**src/tag_rx_pkg.sv**
```systemverilog
package tag_rx_pkg;

  // ~~~~~~~~~~~~~~~~~~~~~~~~~~~~~~~~~~~~~~~~~~~~~~~~~~~~~~~~~~~~
  // Widths
  // ~~~~~~~~~~~~~~~~~~~~~~~~~~~~~~~~~~~~~~~~~~~~~~~~~~~~~~~~~~~~
  localparam int SAMPLE_W   = 16;  // I and Q sample width.
  localparam int PHASE_W    = 24;  // One full turn is 2**PHASE_W.
  localparam int LUT_ADDR_W = 10;  // Top phase bits used as table angle.
  localparam int OSC_W      = 16;  // Oscillator amplitude is 32767.
  localparam int MIX_W      = 18;  // Sign, one headroom bit, 16 magnitude bits.
  localparam int GAIN_W     = 18;
  localparam int GAIN_FRAC  = 14;  // 16384 is unity gain.

  // ~~~~~~~~~~~~~~~~~~~~~~~~~~~~~~~~~~~~~~~~~~~~~~~~~~~~~~~~~~~~
  // Types
  // ~~~~~~~~~~~~~~~~~~~~~~~~~~~~~~~~~~~~~~~~~~~~~~~~~~~~~~~~~~~~
  typedef logic signed [SAMPLE_W-1:0] sample_t;

  typedef logic [PHASE_W-1:0] phase_t;

  typedef logic signed [OSC_W-1:0] osc_t;

  typedef logic signed [MIX_W-1:0] mix_t;

  typedef logic [GAIN_W-1:0] gain_t;

endpackage

```
**src/iq_stream_if.sv**
```systemverilog
`timescale 1ns/1ps

// One complex sample per transfer, plus a side field that each link
// types for itself (phase, oscillator pair, or nothing useful).
interface iq_stream_if #(
  parameter type iq_t = logic signed [15:0],
  parameter type ph_t = logic [23:0]
);

  logic valid;
  logic last;
  iq_t  i;
  iq_t  q;
  ph_t  ph;
  logic ready;  // Flows upstream.

  modport source (
    output valid, last, i, q, ph,
    input  ready
  );

  modport sink (
    input  valid, last, i, q, ph,
    output ready
  );

endinterface

```
**src/chirp_phase_gen.sv**
```systemverilog
`timescale 1ns/1ps

module chirp_phase_gen import tag_rx_pkg::*; #(
  parameter phase_t      NSIG         = 24'd40960,
  parameter logic [15:0] NSYMB        = 16'd512,
  parameter phase_t      DPH_INC      = 24'hffc000,
  parameter phase_t      START_PH_INC = 24'hfff000,
  parameter phase_t      START_PH     = 24'h000000,
  parameter phase_t      NPH_SHIFT    = 24'h000000,
  parameter int          SYNC_BITS    = 4
) (
  input  logic        clk,
  input  logic        i_rst,
  input  logic        i_valid,
  input  logic        i_last,
  input  sample_t     i_i,
  input  sample_t     i_q,
  output logic        o_ready,
  iq_stream_if.source o_out,
  output logic        o_sync_ready,
  output phase_t      o_phase,
  output phase_t      o_sample_n,
  output logic [15:0] o_symbol_n
);

  logic [SYNC_BITS-1:0] frame_cnt;
  phase_t               phase;
  phase_t               start_phase;
  phase_t               phase_inc;
  phase_t               sample_n;
  logic [15:0]          symbol_n;
  logic                 started;

  logic    out_valid;
  logic    out_last;
  sample_t out_i;
  sample_t out_q;
  phase_t  out_ph;
  logic    in_xfer;

  assign o_ready = !out_valid || o_out.ready;
  assign in_xfer = i_valid && o_ready;

  // ~~~~~~~~~~~~~~~~~~~~~~~~~~~~~~~~~~~~~~~~~~~~~~~~~~~~~~~~~~~~
  // Chirp counters, stepped once per accepted sample.
  // ~~~~~~~~~~~~~~~~~~~~~~~~~~~~~~~~~~~~~~~~~~~~~~~~~~~~~~~~~~~~
  always_ff @(posedge clk) begin
    if (i_rst) begin
      frame_cnt   <= '1;
      phase       <= START_PH;
      start_phase <= START_PH;
      sample_n    <= NSIG;
      symbol_n    <= NSYMB;
      phase_inc   <= START_PH_INC;
      started     <= 1'b0;
    end else if (in_xfer) begin
      started <= 1'b1;
      if (sample_n == NSIG && symbol_n == NSYMB) begin  // End of frame.
        sample_n    <= phase_t'(1);
        symbol_n    <= 16'd1;
        phase       <= START_PH;
        phase_inc   <= START_PH_INC;
        start_phase <= START_PH - NPH_SHIFT;
        frame_cnt   <= frame_cnt + 1'b1;
      end else if (sample_n == NSIG) begin  // Next symbol of the frame.
        sample_n    <= phase_t'(1);
        symbol_n    <= symbol_n + 16'd1;
        phase       <= start_phase;
        phase_inc   <= phase_inc + DPH_INC;
        start_phase <= start_phase - NPH_SHIFT;
      end else begin
        phase    <= phase + phase_inc;
        sample_n <= sample_n + phase_t'(1);
      end
    end
  end

  // Output register. The sample leaves with the phase held before its transfer.
  always_ff @(posedge clk) begin
    if (i_rst) begin
      out_valid <= 1'b0;
    end else if (o_ready) begin
      out_valid <= i_valid;
    end
  end

  always_ff @(posedge clk) begin
    if (in_xfer) begin
      out_last <= i_last;
      out_i    <= i_i;
      out_q    <= i_q;
      out_ph   <= phase;
    end
  end

  assign o_out.valid = out_valid;
  assign o_out.last  = out_last;
  assign o_out.i     = out_i;
  assign o_out.q     = out_q;
  assign o_out.ph    = out_ph;

  assign o_sync_ready = &frame_cnt;
  assign o_phase      = phase;
  assign o_sample_n   = sample_n;
  assign o_symbol_n   = symbol_n;

  a_cnt_range: assert property (@(posedge clk) disable iff (i_rst)
    started |-> (sample_n >= phase_t'(1) && sample_n <= NSIG &&
                 symbol_n >= 16'd1 && symbol_n <= NSYMB));

endmodule

```
**src/sincos_lut.sv**
```systemverilog
`timescale 1ns/1ps

module sincos_lut import tag_rx_pkg::*; (
  input  logic        clk,
  input  logic        i_rst,
  iq_stream_if.sink   i_in,
  iq_stream_if.source o_out
);

  localparam int  QTR = 2 ** (LUT_ADDR_W - 2);  // Table steps per quadrant.
  localparam int  AMP = 2 ** (OSC_W - 1) - 1;
  localparam real PI  = 3.14159265358979;

  // Cosine over the first quadrant, both ends included.
  osc_t cos_rom [0:QTR];

  initial begin
    for (int k = 0; k <= QTR; k++) begin
      cos_rom[k] = osc_t'($rtoi(AMP * $cos(2.0 * PI * k / (4.0 * QTR)) + 0.5));
    end
  end

  logic [LUT_ADDR_W-1:0] addr;
  logic [1:0]            quad;
  logic [LUT_ADDR_W-3:0] off;
  logic [LUT_ADDR_W-2:0] idx_fwd;
  logic [LUT_ADDR_W-2:0] idx_rev;
  osc_t                  c_fwd;
  osc_t                  c_rev;
  osc_t                  cos_v;
  osc_t                  sin_v;

  assign addr    = i_in.ph[PHASE_W-1 -: LUT_ADDR_W];
  assign quad    = addr[LUT_ADDR_W-1 -: 2];
  assign off     = addr[LUT_ADDR_W-3:0];
  assign idx_fwd = {1'b0, off};
  assign idx_rev = (LUT_ADDR_W-1)'(QTR) - idx_fwd;  // Reaches QTR at off 0.
  assign c_fwd   = cos_rom[idx_fwd];
  assign c_rev   = cos_rom[idx_rev];

  // ~~~~~~~~~~~~~~~~~~~~~~~~~~~~~~~~~~~~~~~~~~~~~~~~~~~~~~~~~~~~
  // Quadrant folding
  // ~~~~~~~~~~~~~~~~~~~~~~~~~~~~~~~~~~~~~~~~~~~~~~~~~~~~~~~~~~~~
  always_comb begin
    case (quad)
      2'd0: begin cos_v = c_fwd;  sin_v = c_rev;  end
      2'd1: begin cos_v = -c_rev; sin_v = c_fwd;  end
      2'd2: begin cos_v = -c_fwd; sin_v = -c_rev; end
      default: begin cos_v = c_rev; sin_v = -c_fwd; end
    endcase
  end

  logic    out_valid;
  logic    out_last;
  sample_t out_i;
  sample_t out_q;
  osc_t    out_cos;
  osc_t    out_sin;
  logic    take;

  assign take       = !out_valid || o_out.ready;
  assign i_in.ready = take;

  always_ff @(posedge clk) begin
    if (i_rst) begin
      out_valid <= 1'b0;
    end else if (take) begin
      out_valid <= i_in.valid;
    end
  end

  always_ff @(posedge clk) begin
    if (take && i_in.valid) begin
      out_last <= i_in.last;
      out_i    <= i_in.i;
      out_q    <= i_in.q;
      out_cos  <= cos_v;
      out_sin  <= sin_v;
    end
  end

  assign o_out.valid = out_valid;
  assign o_out.last  = out_last;
  assign o_out.i     = out_i;
  assign o_out.q     = out_q;
  assign o_out.ph    = {out_cos, out_sin};  // Cosine in the upper half.

  a_hold: assert property (@(posedge clk) disable iff (i_rst)
    (o_out.valid && !o_out.ready) |=>
      (o_out.valid && $stable(o_out.last) && $stable(o_out.i) &&
       $stable(o_out.q) && $stable(o_out.ph)));

endmodule

```
**src/complex_mixer.sv**
```systemverilog
`timescale 1ns/1ps

module complex_mixer import tag_rx_pkg::*; (
  input  logic        clk,
  input  logic        i_rst,
  iq_stream_if.sink   i_in,
  iq_stream_if.source o_out
);

  typedef logic signed [SAMPLE_W+OSC_W-1:0] prod_t;
  typedef logic signed [SAMPLE_W+OSC_W:0]   sum_t;

  localparam sum_t ROUND = sum_t'(1) <<< (OSC_W - 2);  // Half of 2**(OSC_W-1).

  osc_t c_in;
  osc_t s_in;

  assign c_in = osc_t'(i_in.ph[2*OSC_W-1:OSC_W]);
  assign s_in = osc_t'(i_in.ph[OSC_W-1:0]);

  logic  a_valid;
  logic  a_last;
  prod_t p_ic;
  prod_t p_qs;
  prod_t p_is;
  prod_t p_qc;

  logic b_valid;
  logic b_last;
  mix_t mix_i;
  mix_t mix_q;

  logic a_take;
  logic b_take;
  sum_t sum_i;
  sum_t sum_q;

  assign b_take     = !b_valid || o_out.ready;
  assign a_take     = !a_valid || b_take;
  assign i_in.ready = a_take;

  // ~~~~~~~~~~~~~~~~~~~~~~~~~~~~~~~~~~~~~~~~~~~~~~~~~~~~~~~~~~~~
  // Products
  // ~~~~~~~~~~~~~~~~~~~~~~~~~~~~~~~~~~~~~~~~~~~~~~~~~~~~~~~~~~~~
  always_ff @(posedge clk) begin
    if (i_rst) begin
      a_valid <= 1'b0;
    end else if (a_take) begin
      a_valid <= i_in.valid;
    end
  end

  always_ff @(posedge clk) begin
    if (a_take && i_in.valid) begin
      a_last <= i_in.last;
      p_ic   <= prod_t'(i_in.i) * prod_t'(c_in);
      p_qs   <= prod_t'(i_in.q) * prod_t'(s_in);
      p_is   <= prod_t'(i_in.i) * prod_t'(s_in);
      p_qc   <= prod_t'(i_in.q) * prod_t'(c_in);
    end
  end

  // ~~~~~~~~~~~~~~~~~~~~~~~~~~~~~~~~~~~~~~~~~~~~~~~~~~~~~~~~~~~~
  // Sums, rounded half up
  // ~~~~~~~~~~~~~~~~~~~~~~~~~~~~~~~~~~~~~~~~~~~~~~~~~~~~~~~~~~~~
  assign sum_i = sum_t'(p_ic) - sum_t'(p_qs) + ROUND;
  assign sum_q = sum_t'(p_is) + sum_t'(p_qc) + ROUND;

  always_ff @(posedge clk) begin
    if (i_rst) begin
      b_valid <= 1'b0;
    end else if (b_take) begin
      b_valid <= a_valid;
    end
  end

  always_ff @(posedge clk) begin
    if (b_take && a_valid) begin
      b_last <= a_last;
      mix_i  <= mix_t'(sum_i >>> (OSC_W - 1));  // The sum stays below 2**31, so the quotient fits.
      mix_q  <= mix_t'(sum_q >>> (OSC_W - 1));
    end
  end

  assign o_out.valid = b_valid;
  assign o_out.last  = b_last;
  assign o_out.i     = mix_i;
  assign o_out.q     = mix_q;
  assign o_out.ph    = '0;  // The mix link has no side field.

endmodule

```
**src/gain_round_clip.sv**
```systemverilog
`timescale 1ns/1ps

module gain_round_clip import tag_rx_pkg::*; #(
  parameter gain_t GAIN = 18'd16384
) (
  input  logic      clk,
  input  logic      i_rst,
  iq_stream_if.sink i_in,
  output logic      o_valid,
  output logic      o_last,
  output sample_t   o_i,
  output sample_t   o_q,
  input  logic      i_ready
);

  typedef logic signed [MIX_W+GAIN_W:0] gprod_t;

  localparam logic signed [GAIN_W:0] GAIN_S = {1'b0, GAIN};  // Gain is never negative.
  localparam gprod_t HALF    = gprod_t'(1) <<< (GAIN_FRAC - 1);
  localparam gprod_t SAT_MAX = gprod_t'(2 ** (SAMPLE_W - 1) - 1);
  localparam gprod_t SAT_MIN = -gprod_t'(2 ** (SAMPLE_W - 1));

  logic   a_valid;
  logic   a_last;
  gprod_t g_i;
  gprod_t g_q;

  logic    b_valid;
  logic    b_last;
  sample_t b_i;
  sample_t b_q;

  logic   a_take;
  logic   b_take;
  gprod_t r_i;
  gprod_t r_q;

  assign b_take     = !b_valid || i_ready;
  assign a_take     = !a_valid || b_take;
  assign i_in.ready = a_take;

  always_ff @(posedge clk) begin
    if (i_rst) begin
      a_valid <= 1'b0;
    end else if (a_take) begin
      a_valid <= i_in.valid;
    end
  end

  always_ff @(posedge clk) begin
    if (a_take && i_in.valid) begin
      a_last <= i_in.last;
      g_i    <= gprod_t'(i_in.i) * gprod_t'(GAIN_S);
      g_q    <= gprod_t'(i_in.q) * gprod_t'(GAIN_S);
    end
  end

  // ~~~~~~~~~~~~~~~~~~~~~~~~~~~~~~~~~~~~~~~~~~~~~~~~~~~~~~~~~~~~
  // Round half up, then clip to the sample range.
  // ~~~~~~~~~~~~~~~~~~~~~~~~~~~~~~~~~~~~~~~~~~~~~~~~~~~~~~~~~~~~
  assign r_i = (g_i + HALF) >>> GAIN_FRAC;
  assign r_q = (g_q + HALF) >>> GAIN_FRAC;

  function automatic sample_t clip(input gprod_t v);
    if (v > SAT_MAX) begin
      return sample_t'(SAT_MAX);
    end else if (v < SAT_MIN) begin
      return sample_t'(SAT_MIN);
    end
    return sample_t'(v);
  endfunction

  always_ff @(posedge clk) begin
    if (i_rst) begin
      b_valid <= 1'b0;
    end else if (b_take) begin
      b_valid <= a_valid;
    end
  end

  always_ff @(posedge clk) begin
    if (b_take && a_valid) begin
      b_last <= a_last;
      b_i    <= clip(r_i);
      b_q    <= clip(r_q);
    end
  end

  assign o_valid = b_valid;
  assign o_last  = b_last;
  assign o_i     = b_i;
  assign o_q     = b_q;

  a_out_hold: assert property (@(posedge clk) disable iff (i_rst)
    (o_valid && !i_ready) |=>
      (o_valid && $stable(o_last) && $stable(o_i) && $stable(o_q)));

endmodule

```
**src/tag_rx.sv**
```systemverilog
`timescale 1ns/1ps

module tag_rx import tag_rx_pkg::*; #(
  parameter phase_t      NSIG         = 24'd40960,
  parameter logic [15:0] NSYMB        = 16'd512,
  parameter phase_t      DPH_INC      = 24'hffc000,  // -16384
  parameter phase_t      START_PH_INC = 24'hfff000,  // -4096
  parameter phase_t      START_PH     = 24'h000000,
  parameter phase_t      NPH_SHIFT    = 24'h000000,
  parameter int          SYNC_BITS    = 4,
  parameter gain_t       GAIN         = 18'd16384
) (
  input  logic        clk,
  input  logic        i_rst,

  input  logic        i_in_valid,
  input  logic        i_in_last,
  input  sample_t     i_in_i,
  input  sample_t     i_in_q,
  output logic        o_in_ready,

  output logic        o_out_valid,
  output logic        o_out_last,
  output sample_t     o_out_i,
  output sample_t     o_out_q,
  input  logic        i_out_ready,

  output logic        o_sync_ready,

  output phase_t      o_phase,
  output phase_t      o_sample_n,
  output logic [15:0] o_symbol_n
);

  iq_stream_if #(.iq_t(sample_t), .ph_t(phase_t))              phase_s ();
  iq_stream_if #(.iq_t(sample_t), .ph_t(logic [2*OSC_W-1:0])) osc_s ();
  iq_stream_if #(.iq_t(mix_t),    .ph_t(logic))                mix_s ();

  chirp_phase_gen #(
    .NSIG         (NSIG),
    .NSYMB        (NSYMB),
    .DPH_INC      (DPH_INC),
    .START_PH_INC (START_PH_INC),
    .START_PH     (START_PH),
    .NPH_SHIFT    (NPH_SHIFT),
    .SYNC_BITS    (SYNC_BITS)
  ) u_phase (
    .clk          (clk),
    .i_rst        (i_rst),
    .i_valid      (i_in_valid),
    .i_last       (i_in_last),
    .i_i          (i_in_i),
    .i_q          (i_in_q),
    .o_ready      (o_in_ready),
    .o_out        (phase_s),
    .o_sync_ready (o_sync_ready),
    .o_phase      (o_phase),
    .o_sample_n   (o_sample_n),
    .o_symbol_n   (o_symbol_n)
  );

  sincos_lut u_lut (
    .clk   (clk),
    .i_rst (i_rst),
    .i_in  (phase_s),
    .o_out (osc_s)
  );

  complex_mixer u_mix (
    .clk   (clk),
    .i_rst (i_rst),
    .i_in  (osc_s),
    .o_out (mix_s)
  );

  gain_round_clip #(
    .GAIN (GAIN)
  ) u_gain (
    .clk     (clk),
    .i_rst   (i_rst),
    .i_in    (mix_s),
    .o_valid (o_out_valid),
    .o_last  (o_out_last),
    .o_i     (o_out_i),
    .o_q     (o_out_q),
    .i_ready (i_out_ready)
  );

endmodule

```
**config.mk**
```make
export PLATFORM = sky130hd
export DESIGN_NAME = tag_rx
export DESIGN_NICKNAME = d
export VERILOG_FILES = /design/src/tag_rx_pkg.sv /design/src/iq_stream_if.sv /design/src/chirp_phase_gen.sv /design/src/sincos_lut.sv /design/src/complex_mixer.sv /design/src/gain_round_clip.sv /design/src/tag_rx.sv
export SDC_FILE = /design/constraint.sdc
export NUM_CORES = 2
export LEC_CHECK = 0
export ABC_AREA = 1
export BUFFER_PORTS_ARGS = -buffer_cell sky130_fd_sc_hd__clkbuf_2
export CORE_AREA = 4 4 342 344
export CTS_BUF_LIST = sky130_fd_sc_hd__clkbuf_8 sky130_fd_sc_hd__clkbuf_16
export DETAILED_ROUTE_END_ITERATION = 8
export DIE_AREA = 0 0 346 348
export MAX_ROUTING_LAYER = met4
export PLACE_DENSITY = 0.79
export SYNTH_ARGS = -nofsm -noshare
export SYNTH_HDL_FRONTEND = slang
export SYNTH_MEMORY_MAX_BITS = 65536
export SYNTH_SLANG_ARGS = --single-unit
```
**constraint.sdc**
```tcl
create_clock -name clk -period 8.1 [get_ports clk]
set_input_delay 1.215 -clock clk [delete_from_list [all_inputs] [get_ports clk]]
set_output_delay 1.215 -clock clk [all_outputs]
set_load 0.02 [all_outputs]
```
==> results.json <==
{
  "min_period_ps": 7500,
  "grt_pass1_vias": 59500,
  "vias_per_cell": 5.70,
  "root_buffer": "clkbuf_16",
  "synthesis.nets": 10100,
  "fin_setup_tns_ps": 0,
  "synth_area_leaders": "fa_1 (31%), edfxtp_1 (15%), nand2_1 (12%), inv_1 (11%), ha_1 (9.3%)",
  "synth-compound-area-share_pct": 6.17,
  "clk-insertion-delay-late_ps": 690,
  "rsz0062_at_grt": "no",
  "wire_per_inst_um": 20.8,
  "vias": 57200,
  "clkTransAtPathRegs_ps": 70,
  "grt_use_total_pct": 36.0,
  "clock-sinks": 444,
  "slew_viol_final": 0,
  "fin_ws_ps": 600,
  "r2r-start": "u_lut.o_out.i[15]",
  "synthSimpleGateAreaFrac_pct": 19.4,
  "seq_area_frac_synth_pct": 18.1,
  "grt_pass1_wl_um": 329000,
  "overflow": 0,
  "maxCapViolCount": 0,
  "grt_antenna_before_repair": 2,
  "drc": 0,
  "min_period_over_period_pct": 92.6,
  "die_x_um": 346,
  "critPathLaunch": "u_lut.o_out.i[15]",
  "synthMuxAreaShare_pct": 0,
  "hold_start": "u_phase.o_out.i[5]",
  "core_um2": 114000,
  "synth_fa_ha_area_share_pct": 40.2,
  "drive_gt1_share_pct": 5.58,
  "grt_max_degree": 98,
  "final_hold_viol_count": 0,
  "synth_ff_type": "edfxtp_1",
  "synth_edf_count": 344,
  "synth_most_common_cell": "nand2_1",
  "synth_area_leader_cell": "fa_1",
  "syn-cell-area_um2": 67900,
  "port_buffers": 136,
  "hold_buffers": 0,
  "synth_common_cells": "nand2_1 (2189), inv_1 (2007), fa_1 (1048)",
  "synth_cell_types": 63,
  "die-area_um2": 120000,
  "place_congestion": 1.01,
  "max_slew.worst_pin.slew_ps": 1220,
  "nets": 10100,
  "netlist_instances": 8469,
  "path_class": "reg2reg",
  "fp-row-count": 124,
  "required_ps": 8520,
  "dr.first_iter.drc_count": 5865,
  "end_kind": "flip-flop",
  "start_util_pct": 59.7,
  "dr.pass1.iters": 6,
  "nFillCells": 9654,
  "drt_wl_total_um": 209000,
  "cts_max_path_buffers": 3,
  "finalSetupViolations": 0,
  "avgSynthCellArea_um2": 8.02,
  "cts_tree": "built",
  "preCtsSetupSlack_ps": 501,
  "synthXorXnorAreaFrac_pct": 2.55,
  "htree_levels": 2,
  "fp.dieH_um": 348,
  "cp.arrival_ps": 7920,
  "start_kind": "flip-flop",
  "max_slew_margin_pct": 18.7,
  "io_pins": 137,
  "status": "complete, no violations",
  "ys_warn_count": 0,
  "skew_ps": 74.4,
  "dp_hpwl_um": 164000,
  "synth_top_area_share_pct": 30.9,
  "hold_class": "reg2reg",
  "syn2layout_area_growth_pct": 5.77,
  "ys_ff_latch": 444,
  "ys_async_sr_fraction_pct": 0,
  "cts_made_buffers": 53,
  "synth_top_family_by_area": "adder cells",
  "crit_path_max_fanout": 17,
  "max_freq_ghz": 0.133,
  "ant_nets": 0
}
==> critical path, cell delays in order (launching register included) <==
cell	delay, ps
edfxtp_1	830
buf_4	370
nand2_1	130
inv_1	190
fa_1	550
fa_1	960
fa_1	550
fa_1	500
fa_1	490
inv_1	50
fa_1	470
inv_1	40
ha_1	350
nand2_1	150
nor4_2	630
nand3_1	360
nand3_1	300
a211oi_1	130
xor2_1	160
==> routing by layer <==
metal	global-route usage, %	wire [um]	up-vias
li1	-	-	25700
met1	43.4	77500	27700
met2	57.6	96400	3087
met3	6.70	20400	731
met4	19.8	14800	0
met5	-	0	-
==> path summary, 6_finish.rpt <==
check / slack, ps / end / cells after the start
worst min-delay path: 390 / u_lut.o_out.i[5] / 0
worst min register to register: 390 / u_lut.o_out.i[5] / 0
worst max register to register: 600 / u_mix.p_is[31] / 18
worst max-delay path: 600 / u_mix.p_is[31] / 18
==> cell type report <==
| class | count | area, um^2 | area share [%] |
|---|---|---|---|
| Multi-Input combinational cell | 5666 | 46500 | 64.7 |
| Sequential cell | 444 | 12300 | 17.2 |
| Inverter | 2031 | 7630 | 10.6 |
| Tap cell | 1512 | 1890 | 2.63 |
| Timing Repair Buffer | 274 | 1750 | 2.44 |
| Clock buffer | 58 | 1420 | 1.97 |
| Clock inverter | 42 | 345 | 0.481 |
| Antenna cell | 4 | 10.0 | 0.0139 |
==> per-stage QoR <==
| stage | std cells | hold WS, ps | utilization, % | cell area, um^2 |
|---|---|---|---|---|
| 6_report | 10000 | 391 | 63.1 | 71900 |
| 5_1_grt | 10000 | 391 | 63.1 | 71900 |
| 4_1_cts | 10000 | 387 | 63.1 | 71800 |
| 3_5_place_dp | 9927 | 405 | 61.5 | 70100 |
| 3_3_place_gp | 9927 | 400 | 61.5 | 70100 |
| 2_1_floorplan | 8469 | 400 | - | 68000 |
==> state kept, by name, indices dropped and copies added (netlist names), 18 cells and up <==
register,count
u_mix.p_ic,32
u_mix.p_is,32
u_mix.p_qc,32
u_mix.p_qs,32
u_phase.o_phase,24
u_phase.o_sample_n,24
u_gain.g_i,18
u_gain.g_q,18
u_mix.o_out.i,18
u_mix.o_out.q,18
==> placed cells by master, fill, tap and decap left out, drive strengths merged, types with 138 or more instances in the layout <==
cell | synthesis | layout
a21oi | 304 | 304
buf | 95 | 138
clkbuf | 233 | 194
edfxtp | 344 | 344
fa | 1048 | 1048
ha | 506 | 506
inv | 2030 | 2044
nand2 | 2217 | 2217
nand3 | 403 | 403
nor2 | 373 | 373
o21ai | 243 | 243
==> repair_timing <==
action / in CTS / in global routing
setup buffers: 0 / 0
resized for setup: 0 / 1
setup endpoints to repair: 0 / 2
==> kinds of logic after synthesis <==
logic type	count (synthesis)
simple gates	3181
xor+xnor	197
fa+ha+maj	1554
buf+inv	2359
compound gates	734
flops	444
Power is not shown: default switching activity piles up to over one toggle a cycle in this logic, so the estimate is an artifact.
